## config.mk

```make
export PLATFORM = sky130hd
export DESIGN_NAME = mipsExeSlice
export DESIGN_NICKNAME = d
export VERILOG_FILES = /design/src/cpuPkg.sv /design/src/idExeIf.sv /design/src/mipsExeSlice.sv /design/src/issueCtrl.sv /design/src/execUnit.sv /design/src/idExeReg.sv /design/src/instrDecoder.sv /design/src/regFile.sv
export SDC_FILE = /design/constraint.sdc
export NUM_CORES = 2
export LEC_CHECK = 0
export ABC_AREA = 1
export BUFFER_PORTS_ARGS = -buffer_cell sky130_fd_sc_hd__buf_2
export CORE_MARGIN = 3
export CORE_UTILIZATION = 38
export CTS_CLUSTER_DIAMETER = 150
export DETAILED_ROUTE_END_ITERATION = 12
export PLACE_DENSITY_LB_ADDON = 0.12
export SKIP_LAST_GASP = 1
export SYNTH_ARGS = -nofsm -noshare
export SYNTH_HDL_FRONTEND = slang
export SYNTH_SLANG_ARGS = --single-unit
```

## constraint.sdc

```tcl
create_clock -name clk -period 8.19 [get_ports clk]
set_input_delay 0.4095 -clock clk [delete_from_list [all_inputs] [get_ports clk]]
set_output_delay 0.4095 -clock clk [all_outputs]
set_load 0.02 [all_outputs]
```

## src/cpuPkg.sv

```systemverilog
package cpuPkg;

    typedef logic [31:0] word_t;     // data, pc or instruction word
    typedef logic [4:0]  regAddr_t;  // register index
    typedef logic [4:0]  shamt_t;    // shift amount

    typedef enum logic [3:0] {
        ALU_ADD,
        ALU_SUB,
        ALU_AND,
        ALU_OR,
        ALU_XOR,
        ALU_SLT,
        ALU_SLL,
        ALU_SRL,
        ALU_LUI,
        ALU_PASS_NONE  // no result for bubbles and unknown ops
    } aluOp_t;

    typedef enum logic [1:0] {
        BR_NONE,
        BR_BEQ,
        BR_BNE
    } brType_t;

    typedef enum logic [1:0] {
        IDLE,     // waiting for req
        BUSY,     // ack high while req stays up
        RELEASE   // ack low again for one cycle before the next accept
    } issueState_t;

    // primary opcodes in instr[31:26]
    localparam logic [5:0] OP_RTYPE = 6'h00;
    localparam logic [5:0] OP_ADDIU = 6'h09;
    localparam logic [5:0] OP_ORI   = 6'h0d;
    localparam logic [5:0] OP_LUI   = 6'h0f;
    localparam logic [5:0] OP_BEQ   = 6'h04;
    localparam logic [5:0] OP_BNE   = 6'h05;

    // R-type function codes in instr[5:0]
    localparam logic [5:0] FN_ADDU = 6'h21;
    localparam logic [5:0] FN_SUBU = 6'h23;
    localparam logic [5:0] FN_AND  = 6'h24;
    localparam logic [5:0] FN_OR   = 6'h25;
    localparam logic [5:0] FN_XOR  = 6'h26;
    localparam logic [5:0] FN_SLT  = 6'h2a;
    localparam logic [5:0] FN_SLL  = 6'h00;
    localparam logic [5:0] FN_SRL  = 6'h02;

    localparam word_t RESET_PC = 32'h0000_0000;  // first expected fetch address

endpackage
```

## src/idExeIf.sv

```systemverilog
`timescale 1ns/1ps

interface idExeIf;
    import cpuPkg::*;

    logic     valid;
    word_t    pc;
    word_t    busA;     // rs operand
    word_t    busB;     // rt operand
    word_t    imm;      // extended immediate
    shamt_t   shamt;
    regAddr_t dest;     // 0 when nothing is written
    logic     regWr;
    aluOp_t   aluOp;
    logic     aluSrcB;  // 1 picks imm as operand b
    brType_t  brType;

    modport src (
        output valid, pc, busA, busB, imm, shamt, dest, regWr, aluOp, aluSrcB, brType
    );

    modport dst (
        input valid, pc, busA, busB, imm, shamt, dest, regWr, aluOp, aluSrcB, brType
    );

endinterface

```

## src/mipsExeSlice.sv

```systemverilog
`timescale 1ns/1ps

module mipsExeSlice (
    input  logic             clk,
    input  logic             rst,
    input  logic             instrReq,
    input  cpuPkg::word_t    instrWord,
    input  cpuPkg::word_t    instrPc,
    output logic             instrAck,
    output logic             resValid,
    output cpuPkg::word_t    resPc,
    output cpuPkg::regAddr_t resDest,
    output cpuPkg::word_t    resData,
    output logic             brTaken
);
    import cpuPkg::*;

    regAddr_t rdAddrA;
    regAddr_t rdAddrB;
    word_t    rdDataA;
    word_t    rdDataB;
    logic     wrEn;
    regAddr_t wrAddr;
    word_t    wrData;
    logic     wr;
    logic     flush;
    word_t    brTarget;

    idExeIf decIf ();  // decoder to pipeline register
    idExeIf exeIf ();  // pipeline register to execute

    regFile i_regFile (
        .clk     (clk),
        .rst     (rst),
        .rdAddrA (rdAddrA),
        .rdAddrB (rdAddrB),
        .rdDataA (rdDataA),
        .rdDataB (rdDataB),
        .wrEn    (wrEn),
        .wrAddr  (wrAddr),
        .wrData  (wrData)
    );

    instrDecoder i_instrDecoder (
        .instrWord (instrWord),
        .instrPc   (instrPc),
        .rdAddrA   (rdAddrA),
        .rdAddrB   (rdAddrB),
        .rdDataA   (rdDataA),
        .rdDataB   (rdDataB),
        .decOut    (decIf.src)
    );

    idExeReg i_idExeReg (
        .clk   (clk),
        .rst   (rst),
        .wr    (wr),
        .flush (flush),
        .dIn   (decIf.dst),
        .qOut  (exeIf.src)
    );

    execUnit i_execUnit (
        .clk      (clk),
        .rst      (rst),
        .exIn     (exeIf.dst),
        .brTaken  (brTaken),
        .brTarget (brTarget),
        .wrEn     (wrEn),
        .wrAddr   (wrAddr),
        .wrData   (wrData),
        .resValid (resValid),
        .resDest  (resDest),
        .resPc    (resPc),
        .resData  (resData)
    );

    issueCtrl i_issueCtrl (
        .clk      (clk),
        .rst      (rst),
        .instrReq (instrReq),
        .instrAck (instrAck),
        .instrPc  (instrPc),
        .brTaken  (brTaken),
        .brTarget (brTarget),
        .exeValid (exeIf.valid),
        .wr       (wr),
        .flush    (flush)
    );

endmodule

```

## src/issueCtrl.sv

```systemverilog
`timescale 1ns/1ps

module issueCtrl (
    input  logic          clk,
    input  logic          rst,
    input  logic          instrReq,
    output logic          instrAck,
    input  cpuPkg::word_t instrPc,
    input  logic          brTaken,
    input  cpuPkg::word_t brTarget,
    input  logic          exeValid,
    output logic          wr,
    output logic          flush
);
    import cpuPkg::*;

    issueState_t state;
    issueState_t stateNext;
    word_t       expPc;     // pc the next instruction should carry
    word_t       acceptPc;  // pc of the instruction now in exe
    logic        squash;
    logic        accept;

    assign accept   = (state == IDLE) && instrReq;
    assign wr       = accept;
    assign flush    = accept && squash && (instrPc != expPc);
    assign instrAck = (state == BUSY);

    always_comb begin
        stateNext = state;
        case (state)
            IDLE:    if (instrReq) stateNext = BUSY;
            BUSY:    if (!instrReq) stateNext = RELEASE;
            RELEASE: stateNext = IDLE;  // ack is already low here
            default: stateNext = IDLE;
        endcase
    end

    always_ff @(posedge clk or negedge rst) begin
        if (!rst) begin
            state <= IDLE;
        end else begin
            state <= stateNext;
        end
    end

    // branch outcome is valid while the instruction sits in exe
    always_ff @(posedge clk or negedge rst) begin
        if (!rst) begin
            expPc  <= RESET_PC;
            squash <= 1'b0;
        end else if (exeValid) begin
            expPc  <= brTaken ? brTarget : acceptPc + 32'd4;
            squash <= brTaken;
        end else if (accept) begin
            squash <= 1'b0;
        end
    end

    always_ff @(posedge clk) begin
        if (accept) begin
            acceptPc <= instrPc;
        end
    end

    ackNeedsReq: assert property (@(posedge clk) disable iff (!rst)
        $rose(instrAck) |-> $past(instrReq))
        else $error("issueCtrl: ack rose without req");

endmodule

```

## src/execUnit.sv

```systemverilog
`timescale 1ns/1ps

module execUnit (
    input  logic             clk,
    input  logic             rst,
    idExeIf.dst              exIn,
    output logic             brTaken,
    output cpuPkg::word_t    brTarget,
    output logic             wrEn,
    output cpuPkg::regAddr_t wrAddr,
    output cpuPkg::word_t    wrData,
    output logic             resValid,
    output cpuPkg::regAddr_t resDest,
    output cpuPkg::word_t    resPc,
    output cpuPkg::word_t    resData
);
    import cpuPkg::*;

    word_t opB;
    word_t aluRes;
    word_t pcPlus4;
    word_t nextPc;
    logic  isBranch;
    logic  opsEqual;
    logic  wbWrEn;

    assign opB = exIn.aluSrcB ? exIn.imm : exIn.busB;

    always_comb begin
        case (exIn.aluOp)
            ALU_ADD: aluRes = exIn.busA + opB;
            ALU_SUB: aluRes = exIn.busA - opB;
            ALU_AND: aluRes = exIn.busA & opB;
            ALU_OR:  aluRes = exIn.busA | opB;
            ALU_XOR: aluRes = exIn.busA ^ opB;
            ALU_SLT: aluRes = {31'd0, $signed(exIn.busA) < $signed(opB)};
            ALU_SLL: aluRes = exIn.busB << exIn.shamt;
            ALU_SRL: aluRes = exIn.busB >> exIn.shamt;  // logical
            ALU_LUI: aluRes = {exIn.imm[15:0], 16'h0000};
            default: aluRes = '0;
        endcase
    end

    assign isBranch = (exIn.brType != BR_NONE);
    assign opsEqual = (exIn.busA == exIn.busB);
    assign pcPlus4  = exIn.pc + 32'd4;
    assign brTarget = pcPlus4 + {exIn.imm[29:0], 2'b00};
    assign brTaken  = exIn.valid && (((exIn.brType == BR_BEQ) && opsEqual) ||
                                     ((exIn.brType == BR_BNE) && !opsEqual));
    assign nextPc   = brTaken ? brTarget : pcPlus4;

    always_ff @(posedge clk or negedge rst) begin
        if (!rst) begin
            resValid <= 1'b0;
            wbWrEn   <= 1'b0;
        end else begin
            resValid <= exIn.valid;
            wbWrEn   <= exIn.valid && exIn.regWr && (exIn.dest != '0);  // r0 never written
        end
    end

    // writeback payload
    always_ff @(posedge clk) begin
        if (exIn.valid) begin
            resPc   <= exIn.pc;
            resDest <= isBranch ? '0 : exIn.dest;
            resData <= isBranch ? nextPc : aluRes;  // branches report the next pc
        end
    end

    assign wrEn   = wbWrEn;
    assign wrAddr = resDest;
    assign wrData = resData;

    noZeroWrite: assert property (@(posedge clk) disable iff (!rst) wrEn |-> (wrAddr != '0))
        else $error("execUnit: write to register 0");

endmodule

```

## src/idExeReg.sv

```systemverilog
`timescale 1ns/1ps

module idExeReg (
    input  logic clk,
    input  logic rst,
    input  logic wr,
    input  logic flush,
    idExeIf.dst  dIn,
    idExeIf.src  qOut
);
    import cpuPkg::*;

    always_ff @(posedge clk or negedge rst) begin
        if (!rst) begin
            qOut.valid   <= 1'b0;
            qOut.pc      <= '0;
            qOut.busA    <= '0;
            qOut.busB    <= '0;
            qOut.imm     <= '0;
            qOut.shamt   <= '0;
            qOut.dest    <= '0;
            qOut.regWr   <= 1'b0;
            qOut.aluOp   <= ALU_PASS_NONE;
            qOut.aluSrcB <= 1'b0;
            qOut.brType  <= BR_NONE;
        end else if (flush) begin  // squashed accept becomes a bubble
            qOut.valid   <= 1'b0;
            qOut.pc      <= '0;
            qOut.busA    <= '0;
            qOut.busB    <= '0;
            qOut.imm     <= '0;
            qOut.shamt   <= '0;
            qOut.dest    <= '0;
            qOut.regWr   <= 1'b0;
            qOut.aluOp   <= ALU_PASS_NONE;
            qOut.aluSrcB <= 1'b0;
            qOut.brType  <= BR_NONE;
        end else if (wr) begin
            qOut.valid   <= dIn.valid;
            qOut.pc      <= dIn.pc;
            qOut.busA    <= dIn.busA;
            qOut.busB    <= dIn.busB;
            qOut.imm     <= dIn.imm;
            qOut.shamt   <= dIn.shamt;
            qOut.dest    <= dIn.dest;
            qOut.regWr   <= dIn.regWr;
            qOut.aluOp   <= dIn.aluOp;
            qOut.aluSrcB <= dIn.aluSrcB;
            qOut.brType  <= dIn.brType;
        end else begin
            qOut.valid   <= 1'b0;  // one cycle in exe per instruction
        end
    end

    // issue control only squashes on an accept
    flushNeedsWr: assert property (@(posedge clk) disable iff (!rst) flush |-> wr)
        else $error("idExeReg: flush without wr");

endmodule

```

## src/instrDecoder.sv

```systemverilog
`timescale 1ns/1ps

module instrDecoder (
    input  cpuPkg::word_t    instrWord,
    input  cpuPkg::word_t    instrPc,
    output cpuPkg::regAddr_t rdAddrA,
    output cpuPkg::regAddr_t rdAddrB,
    input  cpuPkg::word_t    rdDataA,
    input  cpuPkg::word_t    rdDataB,
    idExeIf.src              decOut
);
    import cpuPkg::*;

    logic [5:0]  opcode;
    logic [5:0]  funct;
    regAddr_t    rs;
    regAddr_t    rt;
    regAddr_t    rd;
    logic [15:0] imm16;

    assign opcode = instrWord[31:26];
    assign rs     = instrWord[25:21];
    assign rt     = instrWord[20:16];
    assign rd     = instrWord[15:11];
    assign funct  = instrWord[5:0];
    assign imm16  = instrWord[15:0];

    assign rdAddrA = rs;
    assign rdAddrB = rt;

    assign decOut.valid = 1'b1;  // squash only shows up as a flush
    assign decOut.pc    = instrPc;
    assign decOut.busA  = rdDataA;
    assign decOut.busB  = rdDataB;
    assign decOut.shamt = instrWord[10:6];

    always_comb begin
        decOut.dest    = '0;
        decOut.regWr   = 1'b0;
        decOut.aluOp   = ALU_PASS_NONE;
        decOut.aluSrcB = 1'b0;
        decOut.brType  = BR_NONE;
        decOut.imm     = {{16{imm16[15]}}, imm16};  // sign extend by default
        case (opcode)
            OP_RTYPE: begin
                decOut.dest  = rd;
                decOut.regWr = 1'b1;
                case (funct)
                    FN_ADDU: decOut.aluOp = ALU_ADD;
                    FN_SUBU: decOut.aluOp = ALU_SUB;
                    FN_AND:  decOut.aluOp = ALU_AND;
                    FN_OR:   decOut.aluOp = ALU_OR;
                    FN_XOR:  decOut.aluOp = ALU_XOR;
                    FN_SLT:  decOut.aluOp = ALU_SLT;
                    FN_SLL:  decOut.aluOp = ALU_SLL;
                    FN_SRL:  decOut.aluOp = ALU_SRL;
                    default: begin  // unsupported funct acts as a nop
                        decOut.dest  = '0;
                        decOut.regWr = 1'b0;
                    end
                endcase
            end
            OP_ADDIU: begin
                decOut.dest    = rt;
                decOut.regWr   = 1'b1;
                decOut.aluOp   = ALU_ADD;
                decOut.aluSrcB = 1'b1;
            end
            OP_ORI: begin
                decOut.dest    = rt;
                decOut.regWr   = 1'b1;
                decOut.aluOp   = ALU_OR;
                decOut.aluSrcB = 1'b1;
                decOut.imm     = {16'h0000, imm16};  // zero extend for the logical op
            end
            OP_LUI: begin
                decOut.dest    = rt;
                decOut.regWr   = 1'b1;
                decOut.aluOp   = ALU_LUI;
                decOut.aluSrcB = 1'b1;
            end
            OP_BEQ:  decOut.brType = BR_BEQ;
            OP_BNE:  decOut.brType = BR_BNE;
            default: ;  // unknown opcode keeps the nop defaults
        endcase
    end

endmodule

```

## src/regFile.sv

```systemverilog
`timescale 1ns/1ps

module regFile (
    input  logic             clk,
    input  logic             rst,
    input  cpuPkg::regAddr_t rdAddrA,
    input  cpuPkg::regAddr_t rdAddrB,
    output cpuPkg::word_t    rdDataA,
    output cpuPkg::word_t    rdDataB,
    input  logic             wrEn,
    input  cpuPkg::regAddr_t wrAddr,
    input  cpuPkg::word_t    wrData
);
    import cpuPkg::*;

    word_t regs [32];

    // entry 0 is cleared by reset and never written, so it reads zero
    always_ff @(posedge clk or negedge rst) begin
        if (!rst) begin
            for (int i = 0; i < 32; i++) begin
                regs[i] <= '0;
            end
        end else if (wrEn && (wrAddr != '0)) begin
            regs[wrAddr] <= wrData;
        end
    end

    assign rdDataA = regs[rdAddrA];  // async read
    assign rdDataB = regs[rdAddrB];

endmodule

```

==> summary.md <==
| Metric | Value |
|---|---|
| Pin count of the biggest net entering global routing | `157` |
| Final hold vios | `0` |
| Setup TNS | `0 ps` |
| Final WL | `366,000 um` |
| Ranking of synthesized cells by area | `dfrtp_1, nand2_1, a21oi_1` |
| Core area | `208,000 um2` |
| Most used DFF post-synth | `dfrtp_1` |
| RSZ-0062 raised after global routing | `no` |
| Die Ht | `465 um` |
| Fin util | `0.423` |
| Worst-Skew Late Latency | `830 ps` |
| Synth Area in Compound Gates | `0.180` |
| Final Setup Violations | `0` |
| Worst-path clk slew | `60 ps` |
| Placed cells | `13,900` |
| Outcome | `finished clean` |
| CP startpoint kind | `flip-flop` |
| Proportion of layout cells with a drive suffix above 1 | `0.0548` |
| Post-Synth XOR/XNOR Area | `0.0125` |
| Detail Route Antenna Nets | `0` |
| Synth cell types | `49` |
| Min Clock Period, post-route | `4530 ps` |
| Max Cap Viol | `0` |
| CTS tree | `built` |
| Die area | `216,000 um2` |
| HP Class | `primary input to flip-flop` |
| Slew Limit Headroom | `0.0896` |
| Crit path DAT | `5080 ps` |
| Avg Cell Area, Syn | `6.84 um2` |
| Synth Register Bits | `1,289` |
| CTS resizes | `0` |
| Pleak | `40.1 nW` |
| Die W | `465 um` |
| Critical Path RT | `8750 ps` |
| Fmax | `221 MHz` |
| Fin cells | `14,200` |
| Most common cell after layout, fill and taps aside | `nand2_1` |
| Max IR drop VDD | `221 uV` |
| Layout Skew | `48.1 ps` |
| Vias post-DR | `82,400` |
| DRC | `0` |
| Grt ovf | `0` |
| Slowest CP cell | `nor3_1` |
| Critical-path maximum fanout | `26` |
| Worst slew pin tran | `1370 ps` |
| Syn_nets | `11,900` |
| Clock Sinks | `1,289` |
| Worst-path cell chain | `buf_4 -> inv_1 -> or2_2 -> o21ai_0 -> ha_1 -> inv_1 -> nand2_1 -> and2_1 -> xor2_1 -> nor2_1 -> nor3_1 -> nand3_1 -> nand2_1 -> nand2_1` |
| Warnings from Yosys | `0` |
| Buffer and inverter count on the worst path | `3` |
| GRT Util Overall | `0.329` |
| FFs w/ async S/R, synth | `0.922` |
| Mux contribution to synthesized area | `0.000501` |
| Maximum clock path buffer count | `3` |
| EDFF count, synth | `101` |
| Starting DRT DRC Count | `10,000` |
| Wire per inst | `25.7 um` |
| Most frequent cells in the layout | `nand2_1, a21oi_1, o21ai_0` |
| Post-DP HPWL | `231,000 um` |
| Crit Path Category | `flip-flop to flip-flop` |
| RD Place Congestion | `0.988` |
| Top-area cell type share of the netlist area | `0.371` |
| # port buffers | `138` |
| Seq/Total Area, Yosys | `0.410` |
| First-pass GRT wire length | `532,000 um` |
| Synth-to-Final Area Change | `10.1%` |
| Worst path top cell family by delay | `simple AND/OR/NAND/NOR gates` |
| Tcrit/Tclk final | `0.553` |
| Vias per Instance | `5.79` |
| PnR worst setup slack | `3660 ps` |
| Syn Inst Count | `11,700` |
| Pwr dens | `214 nW/um2` |
| Place WS | `3950 ps` |
| Yosys top cell by area | `dfrtp_1` |
| Hold slack final | `46.8 ps` |
| Initial Util | `0.384` |
| CP endpoint kind | `flip-flop` |
| Initial antenna violation count | `16` |
| Cell repeated most along the worst path | `nand2_1` |
| Synth Area in Adders | `0.0206` |
| Num rows | `167` |
| Slew Limit Fails | `0` |
| Slowest cell delay on critical path | `660 ps` |
| Cell chosen for the clock root | `clkbuf_16` |
| NumNets Final | `11,500` |
| Cell Area, Synth | `79,900 um2` |
| I/O pin total | `139` |
| TritonCTS Buffers | `159` |
| Simple-Gate Fraction of Synth Area | `0.294` |
| First-pass DRT Iterations | `8` |
| Main combinational cell family by area after synthesis | `simple AND/OR/NAND/NOR gates` |
| Vias in the first global route | `76,300` |
| H-tree depth | `4` |
[synth_stat cells (all sizes together), types with 2 or more instances]
cell type,count
a211oi,35
a21o,6
a21oi,1190
a22oi,4
a31oi,173
and2,14
and3,6
buf,272
clkbuf,606
clkinv,11
dfrtp,1186
dfstp,2
edfxtp,101
fa,3
ha,127
inv,795
mux2i,4
nand2,3286
nand3,1145
nand3b,6
nand4,95
nor2,1086
nor3,63
nor4,11
o2111ai,9
o211a,2
o211ai,91
o21a,3
o21ai,1189
o21bai,10
o221ai,2
o22ai,18
o31ai,6
or2,19
xnor2,48
xor2,66
[kinds of logic (layout without fill, tap and decap cells)]
logic type      Yosys count  after routing
flops                  1289           1289
xor+xnor                114            114
simple gates           5733           5733
other cells               0              8
fa+ha+maj               130            130
buf+inv                1684           1433
compound gates         2741           2741
mux                       4              4
[area by class of cell]
class,instances,area (um2)
Sequential cell,1289,32800
Tap cell,2788,3490
Timing Repair Buffer,349,2690
Fill cell,21800,120000
Multi-Input combinational cell,8722,40800
Inverter,806,3060
Antenna cell,8,20.0
Clock buffer,225,4570
Clock inverter,53,569
[sequential cells by signal, indices dropped and copies added, names as in the netlist, 2 cells and up]
signal,cells
i_idExeReg.qOut.shamt,4
i_issueCtrl.state,2
i_execUnit.resPc,32
i_issueCtrl.acceptPc,32
i_idExeReg.qOut.imm,13
i_execUnit.resData,32
i_idExeReg.qOut.pc,32
i_idExeReg.qOut.dest,5
i_idExeReg.qOut.busA,32
i_idExeReg.qOut.busB,32
i_idExeReg.qOut.brType,2
i_execUnit.resDest,5
i_regFile.regs,1024
i_issueCtrl.expPc,32
i_idExeReg.qOut.aluOp,4
[through the flow]
step	instance area, um2	power (mW)
6_report	88000	18.8
3_5_place_dp	82300	11.7
2_1_floorplan	79900	9.84
5_1_grt	88000	19.6
4_1_cts	88000	18.8
3_3_place_gp	82300	11.7
[where the power goes]
group,switching (mW),internal [mW]
sequential,0.423,6.66
clock,3.04,4.08
combinational,3.39,1.23
total,6.86,12.0
[repair_timing]
action / 4_1_cts / 5_1_grt
endpoints found under the hold margin: 208 / 0
setup buffers: 0 / 0
hold buffers: 53 / 0
[worst min-delay path, delay by kind of cell]
family,cells,cell delay [ps]
buf+inv,2,270
compound gates,1,120
[path summary, 6_finish.rpt]
check	depth (start not counted)	slack, ps	endpoint	from
max	14	3660	i_execUnit.resData[3]	i_idExeReg.qOut.aluSrcB
min	3	50	i_idExeReg.qOut.imm[2]	instrWord[2]
max reg2reg	14	3660	i_execUnit.resData[3]	i_idExeReg.qOut.aluSrcB
min reg2reg	0	370	i_regFile.regs[1014]	i_regFile.regs[1014]
max in group asynchronous	4	5730	i_regFile.regs[950]	rst
min in group asynchronous	2	260	i_regFile.regs[1015]	rst
[per-layer routing]
| metal | vias up | track usage | wire, um |
|---|---|---|---|
| met3 | 778 | 0.0576 | 33200 |
| met5 | - | 0 | 62 |
| met1 | 39600 | 0.461 | 157000 |
| li1 | 37800 | - | - |
| met4 | 10 | 0.142 | 17100 |
| met2 | 4210 | 0.499 | 159000 |
(Power assumes the default switching activity.)
